## config.mk

```make
export PLATFORM = sky130hd
export DESIGN_NAME = mmio_top
export DESIGN_NICKNAME = d
export VERILOG_FILES = /design/src/hdl/mmio_access_pkg.sv /design/src/hdl/mmio_map_pkg.sv /design/src/hdl/mmio_top.sv /design/src/hdl/seg_scan.sv /design/src/hdl/mmio.sv /design/src/hdl/data_ram.sv /design/src/hdl/kbd_fifo.sv
export SDC_FILE = /design/constraint.sdc
export NUM_CORES = 2
export LEC_CHECK = 0
export ABC_CLOCK_PERIOD_IN_PS = 16650
export BUFFER_PORTS_ARGS = -buffer_cell sky130_fd_sc_hd__buf_4
export CAP_MARGIN = 40
export CORE_ASPECT_RATIO = 1.2
export CORE_MARGIN = 2
export CORE_UTILIZATION = 45
export DETAILED_ROUTE_END_ITERATION = 10
export GPL_TIMING_DRIVEN = 0
export SLEW_MARGIN = 25
export SYNTH_ARGS = -nofsm -noshare
export SYNTH_HDL_FRONTEND = slang
export SYNTH_MEMORY_MAX_BITS = 65536
export SYNTH_SLANG_ARGS = --single-unit
```

## constraint.sdc

```tcl
create_clock -name clk -period 16.65 [get_ports clk]
set_clock_uncertainty 0.05 [all_clocks]
set_input_delay 2.4975 -clock clk [delete_from_list [all_inputs] [get_ports clk]]
set_output_delay 2.4975 -clock clk [all_outputs]
set_load 0.01 [all_outputs]
```

## src/hdl/mmio_access_pkg.sv

```systemverilog
package mmio_access_pkg;

    // store width selected by the core for each write
    typedef enum logic [1:0] {
        acc_byte  = 2'd0,
        acc_half  = 2'd1,
        acc_word  = 2'd2,
        acc_dword = 2'd3
    } access_e;

    // display scanner phases
    // blank sits between digits so the old pattern never shows on the next anode
    typedef enum logic {
        scan_blank = 1'b0,
        scan_drive = 1'b1
    } scan_state_e;

endpackage

```

## src/hdl/mmio_map_pkg.sv

```systemverilog
package mmio_map_pkg;

    // core data and bus widths
    localparam int xlen           = 64;
    localparam int addr_width     = 32;
    localparam int xlen_bytes     = xlen / 8;
    localparam int byte_off_width = $clog2(xlen_bytes);

    // data ram, 512 bytes as 64 doublewords
    localparam logic [addr_width-1:0] ram_base = 32'h8000_0000;
    localparam logic [addr_width-1:0] ram_len  = 32'h0000_0200;
    localparam int ram_words     = 64;
    localparam int ram_idx_width = $clog2(ram_words);

    // peripheral windows
    localparam logic [addr_width-1:0] kbd_addr = 32'ha000_0060;
    localparam logic [addr_width-1:0] kbd_len  = 32'h0000_0004;
    localparam logic [addr_width-1:0] swt_addr = 32'ha000_0070;
    localparam logic [addr_width-1:0] rtc_addr = 32'ha000_0048;
    localparam logic [addr_width-1:0] rtc_len  = 32'h0000_0008;
    localparam logic [addr_width-1:0] seg_addr = 32'ha000_0080;
    localparam logic [addr_width-1:0] led_addr = 32'ha000_0090;
    localparam logic [addr_width-1:0] peri_len = 32'h0000_0008;

    // peripheral port widths
    localparam int kb_width  = 8;
    localparam int swt_width = 8;
    localparam int seg_width = 32;
    localparam int led_width = 16;

    // keyboard queue, depth doubles as the starting credit count
    localparam int kbd_depth     = 4;
    localparam int kbd_ptr_width = $clog2(kbd_depth);

    // display scanner, dwell kept short for simulation
    localparam int seg_scan_cycles = 4;
    localparam int seg_digits      = seg_width / 4;
    localparam int seg_digit_width = $clog2(seg_digits);
    localparam int seg_dwell_width = $clog2(seg_scan_cycles);
    localparam int seg_segments    = 7;
    localparam logic [seg_dwell_width-1:0] seg_dwell_last = seg_dwell_width'(seg_scan_cycles - 1);

    // true when addr falls in [base, base + len)
    function automatic logic in_range(
        input logic [addr_width-1:0] addr,
        input logic [addr_width-1:0] base,
        input logic [addr_width-1:0] len
    );
        return (addr >= base) && ((addr - base) < len);
    endfunction

endpackage
```

## src/hdl/mmio_top.sv

```systemverilog
`timescale 1ns/10ps

module mmio_top (
    input  logic                                  clk,
    input  logic                                  rst,
    input  logic                                  kb_valid,
    input  logic [mmio_map_pkg::kb_width-1:0]     kb_code,
    input  logic [mmio_map_pkg::swt_width-1:0]    swt_rdata,
    input  logic [mmio_map_pkg::addr_width-1:0]   mem_raddr,
    input  logic [mmio_map_pkg::addr_width-1:0]   mem_waddr,
    input  logic [mmio_map_pkg::xlen-1:0]         mem_wdata,
    input  logic                                  mem_wen,
    input  logic                                  mem_ren,
    input  mmio_access_pkg::access_e              wdt_op,
    output logic                                  kb_credit,
    output logic [mmio_map_pkg::xlen-1:0]         mem_rdata,
    output logic [mmio_map_pkg::led_width-1:0]    led_wdata,
    output logic [mmio_map_pkg::seg_digits-1:0]   seg_an,
    output logic [mmio_map_pkg::seg_segments-1:0] seg_cathode
);

    import mmio_map_pkg::*;

    logic [kb_width-1:0]  kb_rdata;
    logic                 kb_ready;
    logic                 sig_rd_kb;
    logic [seg_width-1:0] seg_wdata;

    // input side
    kbd_fifo u_kbd_fifo (
        .clk       (clk),
        .rst       (rst),
        .kb_valid  (kb_valid),
        .kb_code   (kb_code),
        .sig_rd_kb (sig_rd_kb),
        .kb_rdata  (kb_rdata),
        .kb_ready  (kb_ready),
        .kb_credit (kb_credit)
    );

    mmio u_mmio (
        .clk       (clk),
        .rst       (rst),
        .mem_raddr (mem_raddr),
        .mem_waddr (mem_waddr),
        .mem_wdata (mem_wdata),
        .mem_wen   (mem_wen),
        .mem_ren   (mem_ren),
        .wdt_op    (wdt_op),
        .kb_rdata  (kb_rdata),
        .kb_ready  (kb_ready),
        .swt_rdata (swt_rdata),
        .mem_rdata (mem_rdata),
        .sig_rd_kb (sig_rd_kb),
        .seg_wdata (seg_wdata),
        .led_wdata (led_wdata)
    );

    // output side
    seg_scan u_seg_scan (
        .clk         (clk),
        .rst         (rst),
        .seg_wdata   (seg_wdata),
        .seg_an      (seg_an),
        .seg_cathode (seg_cathode)
    );

endmodule

```

## src/hdl/seg_scan.sv

```systemverilog
`timescale 1ns/10ps

module seg_scan (
    input  logic                                  clk,
    input  logic                                  rst,
    input  logic [mmio_map_pkg::seg_width-1:0]    seg_wdata,
    output logic [mmio_map_pkg::seg_digits-1:0]   seg_an,
    output logic [mmio_map_pkg::seg_segments-1:0] seg_cathode
);

    import mmio_map_pkg::*;
    import mmio_access_pkg::*;

    scan_state_e                state;
    logic [seg_dwell_width-1:0] dwell;
    logic [seg_digit_width-1:0] digit;
    logic [3:0]                 nibble;
    logic [seg_segments-1:0]    pattern;

    // blank first, then digit 0 after reset
    always_ff @(posedge clk) begin
        if (rst) begin
            state <= scan_blank;
            dwell <= '0;
            digit <= '0;
        end else begin
            unique case (state)
                scan_blank: begin
                    state <= scan_drive;
                    dwell <= '0;
                end
                scan_drive: begin
                    if (dwell == seg_dwell_last) begin
                        // digit index wraps after the last one
                        state <= scan_blank;
                        digit <= digit + 1'b1;
                    end else begin
                        dwell <= dwell + 1'b1;
                    end
                end
                default: state <= scan_blank;
            endcase
        end
    end

    assign nibble = seg_wdata[4*digit +: 4];

    // segment a in bit 0, lit when high
    always_comb begin
        unique case (nibble)
            4'h0: pattern = 7'h3f;
            4'h1: pattern = 7'h06;
            4'h2: pattern = 7'h5b;
            4'h3: pattern = 7'h4f;
            4'h4: pattern = 7'h66;
            4'h5: pattern = 7'h6d;
            4'h6: pattern = 7'h7d;
            4'h7: pattern = 7'h07;
            4'h8: pattern = 7'h7f;
            4'h9: pattern = 7'h6f;
            4'ha: pattern = 7'h77;
            4'hb: pattern = 7'h7c;
            4'hc: pattern = 7'h39;
            4'hd: pattern = 7'h5e;
            4'he: pattern = 7'h79;
            default: pattern = 7'h71;
        endcase
    end

    always_comb begin
        seg_an      = '0;
        seg_cathode = '0;
        if (state == scan_drive) begin
            seg_an[digit] = 1'b1;
            seg_cathode   = pattern;
        end
    end

endmodule

```

## src/hdl/mmio.sv

```systemverilog
`timescale 1ns/10ps

module mmio (
    input  logic                                clk,
    input  logic                                rst,
    input  logic [mmio_map_pkg::addr_width-1:0] mem_raddr,
    input  logic [mmio_map_pkg::addr_width-1:0] mem_waddr,
    input  logic [mmio_map_pkg::xlen-1:0]       mem_wdata,
    input  logic                                mem_wen,
    input  logic                                mem_ren,
    input  mmio_access_pkg::access_e            wdt_op,
    input  logic [mmio_map_pkg::kb_width-1:0]   kb_rdata,
    input  logic                                kb_ready,
    input  logic [mmio_map_pkg::swt_width-1:0]  swt_rdata,
    output logic [mmio_map_pkg::xlen-1:0]       mem_rdata,
    output logic                                sig_rd_kb,
    output logic [mmio_map_pkg::seg_width-1:0]  seg_wdata,
    output logic [mmio_map_pkg::led_width-1:0]  led_wdata
);

    import mmio_map_pkg::*;

    logic [xlen-1:0] ram_rdata;
    logic [xlen-1:0] rtc_count;
    logic            rd_ram;
    logic            rd_kbd;
    logic            rd_swt;
    logic            rd_rtc;
    logic            wr_ram;
    logic            wr_seg;
    logic            wr_led;

    // read side decode
    assign rd_ram = in_range(mem_raddr, ram_base, ram_len);
    assign rd_kbd = in_range(mem_raddr, kbd_addr, kbd_len);
    assign rd_swt = in_range(mem_raddr, swt_addr, peri_len);
    assign rd_rtc = in_range(mem_raddr, rtc_addr, rtc_len);

    // write side decode, anything else is dropped
    assign wr_ram = mem_wen && in_range(mem_waddr, ram_base, ram_len);
    assign wr_seg = mem_wen && in_range(mem_waddr, seg_addr, peri_len);
    assign wr_led = mem_wen && in_range(mem_waddr, led_addr, peri_len);

    data_ram u_data_ram (
        .clk    (clk),
        .raddr  (mem_raddr),
        .waddr  (mem_waddr),
        .wdata  (mem_wdata),
        .wen    (wr_ram),
        .wdt_op (wdt_op),
        .rdata  (ram_rdata)
    );

    // read mux, zero when nothing is hit
    always_comb begin
        mem_rdata = '0;
        sig_rd_kb = 1'b0;
        if (mem_ren) begin
            if (rd_ram) begin
                mem_rdata = ram_rdata;
            end else if (rd_kbd) begin
                // empty queue reads as zero and pops nothing
                if (kb_ready) begin
                    sig_rd_kb = 1'b1;
                    mem_rdata = {{(xlen - kb_width){1'b0}}, kb_rdata};
                end
            end else if (rd_swt) begin
                mem_rdata = {{(xlen - swt_width){1'b0}}, swt_rdata};
            end else if (rd_rtc) begin
                mem_rdata = rtc_count;
            end
        end
    end

    // real-time clock is just a cycle count
    always_ff @(posedge clk) begin
        if (rst) begin
            rtc_count <= '0;
        end else begin
            rtc_count <= rtc_count + 1'b1;
        end
    end

    // display and led output registers
    always_ff @(posedge clk) begin
        if (rst) begin
            seg_wdata <= '0;
            led_wdata <= '0;
        end else begin
            if (wr_seg) begin
                seg_wdata <= mem_wdata[seg_width-1:0];
            end
            if (wr_led) begin
                led_wdata <= mem_wdata[led_width-1:0];
            end
        end
    end

endmodule

```

## src/hdl/data_ram.sv

```systemverilog
`timescale 1ns/10ps

module data_ram (
    input  logic                                clk,
    input  logic [mmio_map_pkg::addr_width-1:0] raddr,
    input  logic [mmio_map_pkg::addr_width-1:0] waddr,
    input  logic [mmio_map_pkg::xlen-1:0]       wdata,
    input  logic                                wen,
    input  mmio_access_pkg::access_e            wdt_op,
    output logic [mmio_map_pkg::xlen-1:0]       rdata
);

    import mmio_map_pkg::*;
    import mmio_access_pkg::*;

    logic [xlen-1:0]           mem [ram_words];
    logic [ram_idx_width-1:0]  rd_idx;
    logic [ram_idx_width-1:0]  wr_idx;
    logic [byte_off_width-1:0] wr_off;
    logic [xlen_bytes-1:0]     lane_base;
    logic [xlen_bytes-1:0]     lane_mask;
    logic [xlen-1:0]           lane_data;

    // doubleword index sits just above the byte offset
    assign rd_idx = raddr[byte_off_width +: ram_idx_width];
    assign wr_idx = waddr[byte_off_width +: ram_idx_width];
    assign wr_off = waddr[byte_off_width-1:0];

    // aligned doubleword, no read latency
    assign rdata = mem[rd_idx];

    always_comb begin
        unique case (wdt_op)
            acc_byte:  lane_base = 8'h01;
            acc_half:  lane_base = 8'h03;
            acc_word:  lane_base = 8'h0f;
            default:   lane_base = 8'hff;
        endcase
    end

    // low bytes of wdata move up to the addressed lanes
    assign lane_mask = lane_base << wr_off;
    assign lane_data = wdata << {wr_off, 3'b000};

    always_ff @(posedge clk) begin
        if (wen) begin
            for (int i = 0; i < xlen_bytes; i++) begin
                if (lane_mask[i]) begin
                    mem[wr_idx][8*i +: 8] <= lane_data[8*i +: 8];
                end
            end
        end
    end

endmodule

```

## src/hdl/kbd_fifo.sv

```systemverilog
`timescale 1ns/10ps

module kbd_fifo (
    input  logic                              clk,
    input  logic                              rst,
    input  logic                              kb_valid,
    input  logic [mmio_map_pkg::kb_width-1:0] kb_code,
    input  logic                              sig_rd_kb,
    output logic [mmio_map_pkg::kb_width-1:0] kb_rdata,
    output logic                              kb_ready,
    output logic                              kb_credit
);

    import mmio_map_pkg::*;

    logic [kb_width-1:0]    queue [kbd_depth];
    logic [kbd_ptr_width-1:0] wr_ptr;
    logic [kbd_ptr_width-1:0] rd_ptr;
    logic [kbd_ptr_width:0]   count;
    logic                     push;
    logic                     pop;

    // source only pushes with a credit in hand, so there is always room
    assign push = kb_valid;
    assign pop  = sig_rd_kb && kb_ready;

    // head of queue straight to the decoder
    assign kb_ready = (count != '0);
    assign kb_rdata = queue[rd_ptr];

    always_ff @(posedge clk) begin
        if (push) begin
            queue[wr_ptr] <= kb_code;
        end
    end

    always_ff @(posedge clk) begin
        if (rst) begin
            wr_ptr    <= '0;
            rd_ptr    <= '0;
            count     <= '0;
            kb_credit <= 1'b0;
        end else begin
            if (push) begin
                wr_ptr <= wr_ptr + 1'b1;
            end
            if (pop) begin
                rd_ptr <= rd_ptr + 1'b1;
            end
            unique case ({push, pop})
                2'b10:   count <= count + 1'b1;
                2'b01:   count <= count - 1'b1;
                default: count <= count;
            endcase
            // one credit back per entry freed
            kb_credit <= pop;
        end
    end

endmodule

```

* Word-level counts from Yosys, hierarchy flattened
Memory sizes are Yosys's and may differ from the RTL's. A register that Yosys moved wholly into a read port is not among the register bits.
Index checks and enable logic that the tools add are counted.
** Word-level totals
- Bits in writable memories :: 4128
- Bits in read-only memories :: 112
- Word-level logic and storage cells :: 117
- Output and inout bits :: 96
- Memories :: 3
- Register bits after elaboration :: 126
** Cells by class
- Add/sub/neg operators :: 14
- Shifts and indexed selects :: 3
- Equal/unequal tests :: 6
- Reduce and logical (&&, ||, !) cells :: 16
- Bitwise logic cells :: 1
- Mux-type cells :: 48
- Order comparisons :: 16
** Memory list
- u_mmio.u_data_ram.mem :: depth 64, width 64, read ports 1, clocked after memory_dff 0, wr ports 1, line data_ram.sv:16 : logic [xlen-1:0] mem [ram_words];
- (name not given) :: depth 16, width 7, read ports 1, clocked after memory_dff 0, wr ports 0, line seg_scan.sv:50 : unique case (nibble)
- u_kbd_fifo.queue :: depth 4, width 8, read ports 1, clocked after memory_dff 1, wr ports 1, line kbd_fifo.sv:16 : logic [kb_width-1:0] queue [kbd_depth];
** Operators by type and width (number)
- 64-bit two-way mux :: 5
- 32-bit greater-or-equal comparator, second input constant :: 7
- 32-bit subtractor, second input constant :: 7
- 32-bit by 4-bit less-than comparator with 1-bit output, second input constant :: 4
- 64-bit by 1-bit adder with 64-bit output, second input constant :: 1
- 32-bit by 10-bit less-than comparator with 1-bit output, second input constant :: 2
- 64-bit by 6-bit << shifter with 64-bit output :: 1
- 32-bit by 3-bit less-than comparator with 1-bit output, second input constant :: 1
- 1-bit two-way mux :: 32
- 32-bit by 6-bit indexed part select with 4-bit output :: 1
- 8-bit one-hot mux with 3 select lines :: 1
- 8-bit two-way mux :: 2
- 1-bit logical AND :: 12
- 8-bit by 3-bit << shifter with 8-bit output :: 1
- 7-bit two-way mux :: 1
- 2-bit by 1-bit adder with 2-bit output, second input constant :: 3
- 3-bit by 1-bit adder with 3-bit output, second input constant :: 2
- 2-bit equality test, second input constant :: 3
- 2-bit two-way mux :: 3
- 3-bit one-hot mux with 2 select lines :: 1
- 2-bit by 1-bit equality test with 1-bit output, second input constant :: 2
- 3-bit by 4-bit less-than comparator with 1-bit output, second input constant :: 1
- 2-bit one-hot mux with 2 select lines :: 1
- 1-bit demux with 3-bit select :: 1
- other kinds (9) :: 9

* Logic depth before layout (Yosys ltp)
- Depth in word-level cells :: 9
- Gate-level depth with buffers :: 20
- Mapped depth without buffers :: 13

* Modules after synthesis
From an unflattened synthesis, not the netlist that was laid out.
** Unflattened totals
- Cells, all modules :: 8550
- Area, all modules :: 169353.7 µm²
** By module, submodules not included
- data_ram :: instances 1, seq. area each 122998.0 µm², cells each 7309, area an instance 158707.2 µm²
- mmio :: instances 1, seq. area each 2242.2 µm², cells each 1047, area an instance 8075.2 µm²
- kbd_fifo :: instances 1, seq. area each 1161.1 µm², cells each 92, area an instance 1649.1 µm²
- seg_scan :: instances 1, seq. area each 120.1 µm², cells each 102, area an instance 922.1 µm²

* Worst setup path after synthesis
No wires, ideal clock.
- Path type :: in2out
- From :: input mem_raddr[3] in the netlist's numbering
- To :: output mem_rdata[23] in the netlist's numbering
- Stages :: 19
- Slack :: 8.030 ns
- Data required time :: 14.102 ns
- Arrival time :: 6.073 ns
- Path through :: buf_2 > buf_2 > buf_4 > buf_2 > buf_2 > buf_2 > buf_2 > inv_1 > ha_1 > nor2b_1 > or2_2 > or4_1 > a22oi_1 > nand4_1 > a2111oi_4 > and2_4 > buf_12 > buf_8 > a22o_1
** On the way
- Cells in the longest elaborated chain, start to end :: 8
- Elaborated cells on any way between the ends :: 22
- Those cells by class :: add/sub (4); order compare (8); mux (5); reduce/logical (4); memory (1)
** Ends and longest elaborated chain
- start, declared :: line mmio_top.sv:9 : input logic [mmio_map_pkg::addr_width-1:0] mem_raddr,
- 32-bit subtractor :: line mmio_map_pkg.sv:49 : return (addr >= base) && ((addr - base) < len);
- 32-bit by 4-bit less-than comparator with 1-bit output :: line mmio_map_pkg.sv:49
- 1-bit logical AND :: line mmio_map_pkg.sv:49
- 64-bit two-way mux :: line mmio.sv:69 : end else if (rd_rtc) begin
- 64-bit two-way mux :: line mmio.sv:67 : end else if (rd_swt) begin
- 64-bit two-way mux :: line mmio.sv:61 : end else if (rd_kbd) begin
- 64-bit two-way mux (*) :: line mmio.sv:59 : if (rd_ram) begin
- 64-bit two-way mux (*) :: line mmio.sv:58 : if (mem_ren) begin
- end, declared :: line mmio_top.sv:16 : output logic [mmio_map_pkg::xlen-1:0] mem_rdata,
Every way passes the cells marked *; elsewhere a longest branch is shown, timed or not.

* Final worst setup path
- From :: input mem_raddr[3] in the netlist's numbering
- To :: output mem_rdata[21] in the netlist's numbering
Same word-level chain as after synthesis.

==> flow_metrics.env <==
export IMPL_status="finished clean"
export IMPL_first_global_vias=88900
export IMPL_synthArstFlopShare_pct=0
export IMPL_root_buffer="clkbuf_16"
export IMPL_grt_use_met2_pct=46.0
export IMPL_hold_end="u_mmio.rtc_count[0]"
export IMPL_rrSetupSlack_ns=12.66
export IMPL_die_height_um=675
export IMPL_relSlewSlack_pct=36.3
export IMPL_wl_per_cell_um=38.8
export IMPL_critPathKind="in2out"
export IMPL_cp_max_fo=14
export IMPL_grt_use_met1_pct=37.3
export IMPL_rr_worst_depth=10
export IMPL_gp_congestion=0.910
export IMPL_p_per_area_nw_per_um2=113
export IMPL_drv_slew=0
export IMPL_htreeDepth=5
export IMPL_hold_viol=0
export IMPL_cap_viol_max_count=0
export IMPL_crit_path_start_kind="input port"
export IMPL_clk_pin_slew_worst_paths_ns=0.06
export IMPL_drc=0
export IMPL_tns_ns=0
export IMPL_num_vias=92100
export IMPL_final_nets=9269
export IMPL_post_cts_buffers=0
export IMPL_ys_types=79
export IMPL_yosys_warnings=0
export IMPL_start_util_pct=45.2
export IMPL_io_pins=247
export IMPL_gr_total_overflow=0
export IMPL_cts_tree="yes"
export IMPL_syn_area_um2=169000
export IMPL_rows=246
export IMPL_worstReg2RegStart="u_mmio.rtc_count[2]"
export IMPL_drt_antenna_violating_nets=0
export IMPL_syn_inst=7907
export IMPL_core_area_um2=374000
export IMPL_clock_fmax_mhz=86.4
export IMPL_hold_ws_ns=0.412
export IMPL_die_x_um=563
export IMPL_period_share_pct=69.5
export IMPL_synth_fp_nets=8084
export IMPL_grt_pass1_wl_mm=752
export IMPL_place_hpwl_mm=412
export IMPL_yosysSeqAreaShare_pct=75.0
export IMPL_cts_sinks=4256
export IMPL_synth_seq_cells=4256
export IMPL_firstDrtPassIters=6
export IMPL_syn_to_final_growth_pct=18.0
export IMPL_synth_common_cells="4,128 x edfxtp_1, 1,312 x mux4_2, 700 x nor2_1, 315 x clkbuf_1, 198 x nand2_1"
export IMPL_clockBufferDepth=4
export IMPL_grt_max_degree=65
export IMPL_worstSkewPairLatency_ns=1.00
export IMPL_busiest_layer="met2"
export IMPL_tightest_slew_ns=0.955
export IMPL_cts_hold_buf=0
export IMPL_r2r_end="u_mmio.rtc_count[63]"
export IMPL_ir_drop_mv=0.0898
export IMPL_min_period_ns=11.58
export IMPL_setup_violations=0
export IMPL_grt_total_usage_pct=29.4
export IMPL_synth_top_area_share_pct=73.5
export IMPL_cts_buffers=407
export IMPL_yosysTopAreaCell="edfxtp_1"
export IMPL_port_buffers=233
export IMPL_die_area_um2=380000
export IMPL_gr_usage_met3_pct=8.03
export IMPL_cts_resized=0
export IMPL_wl_mm=564
export IMPL_drtIter0Drc=14100
export IMPL_p_leak_nw=57.5
export IMPL_hold_start="u_mmio.rtc_count[0]"
export IMPL_grt_antenna_before_repair=107
export IMPL_avgViaCountPerCell=6.34
export IMPL_crit_required_ns=14.10
export IMPL_synth_area_per_cell_um2=21.3
export IMPL_critPathCaptureType="output port"
export IMPL_yosysMostFrequentCell="edfxtp_1"
export IMPL_hold_path_class="reg2reg"
export IMPL_drive_gt1_share_pct=32.5
export IMPL_synth_main_ff_cell="edfxtp_1"
export IMPL_synth_edf_count=4128
export IMPL_rsz0062_at_grt="false"
export IMPL_synthTopCellsByArea="edfxtp_1 73%, mux4_2 18%, nor2_1 1.6%, dfxtp_1 1.5%, mux2i_1 0.90%"
export IMPL_holdPathStages=1
export IMPL_worstPathArrival_ns=9.03
[cell usage in the layout, fill, tap and decap left out, types with 72 or more instances in the layout]
cell and n:
mux2i_1 152, buf_6 107, buf_4 409, diode_2 139
nand2_1 133, o21ai_0 79, buf_16 122, clkbuf_2 85
nor2_1 685, buf_12 72, clkbuf_1 316, clkbuf_16 418
mux4_2 1312, buf_2 96, edfxtp_1 4128, dfxtp_1 128
[worst max path at each step]
stage	start	endpoint	slack (ns)
final	mem_raddr[3]	mem_rdata[21]	5.07
after global routing	mem_raddr[3]	mem_rdata[21]	4.96
after CTS	mem_raddr[3]	mem_rdata[34]	5.11
after detailed placement	mem_raddr[3]	mem_rdata[34]	5.15
after global placement	mem_raddr[4]	mem_rdata[21]	4.36
after floorplan	mem_raddr[3]	mem_rdata[23]	8.03
[kinds of logic (layout without fill, tap and decap cells)]
group	Yosys count	after routing	synth area share, %
other	0	139	0
AOI/OAI and AO/OA	347	347	1.40
xor gates and xnor gates	79	79	0.410
buffers and inverters	487	2006	1.16
and+or+nand+nor	1209	1209	3.19
DFF	4256	4256	75.0
muxes	1503	1503	18.7
adders and majority gates	26	26	0.197
[area by class of cell]
type	instances	area, um^2
clock inverters	212	1940
plain buffers	459	2030
well taps	4960	6210
flip-flops and latches	4256	127000
fillers	28600	174000
diodes	139	348
inverters	28	105
repair buffers	776	9680
clock buffers	531	11100
multi-input cells	3164	41200
[registers in the layout (all words and copies together), names as in the netlist, named ones only]
name / flops
u_kbd_fifo.wr_ptr: 2
u_seg_scan.digit: 3
u_kbd_fifo.rd_ptr: 2
u_seg_scan.state: 1
u_mmio.led_wdata: 16
u_kbd_fifo.queue: 32
u_kbd_fifo.kb_credit: 1
u_kbd_fifo.count: 3
u_seg_scan.dwell: 2
u_mmio.u_data_ram.mem: 4096
u_mmio.rtc_count: 64
u_mmio.seg_wdata: 32
[per-layer routing]
layer / vias to the layer above / wire length, um
li1: 35700 / -
met1: 49100 / 200000
met2: 6238 / 268000
met3: 1115 / 61400
met4: 46 / 34300
met5: - / 578
[power breakdown]
group	leakage [nW]	internal, mW	switching [mW]
Sequential	33.6	11.8	0.00338
Clock	6.40	5.13	4.08
Combinational	17.5	0.542	0.918
Total	57.5	17.5	5.00
[through the flow]
stage	power [mW]	util (%)	cell area (um^2)	worst slack [ns]	instances
after detailed placement	13.5	49.3	184000	5.15	13500
after floorplan	12.7	-	169000	8.03	7907
after CTS	22.5	52.8	197000	5.11	14200
final	22.5	53.3	199000	5.07	14500
after global placement	13.3	47.3	177000	4.36	13100
after global routing	23.0	53.2	199000	4.96	14400
[worst max-delay path, stage by stage]
cell	delay [ns]
buf_4	0.10
buf_2	0.29
buf_2	0.51
buf_4	0.60
buf_2	0.42
buf_2	0.41
buf_2	0.44
buf_2	0.40
inv_1	0.13
ha_1	0.24
nor2b_1	0.31
or2_2	0.24
nor4_1	0.07
xnor2_1	0.19
nand4_1	0.25
a2111oi_4	0.50
and2_4	0.30
buf_2	0.37
a22o_1	0.43
buf_4	0.20
No activity file was read; power rests on OpenSTA's default activity.
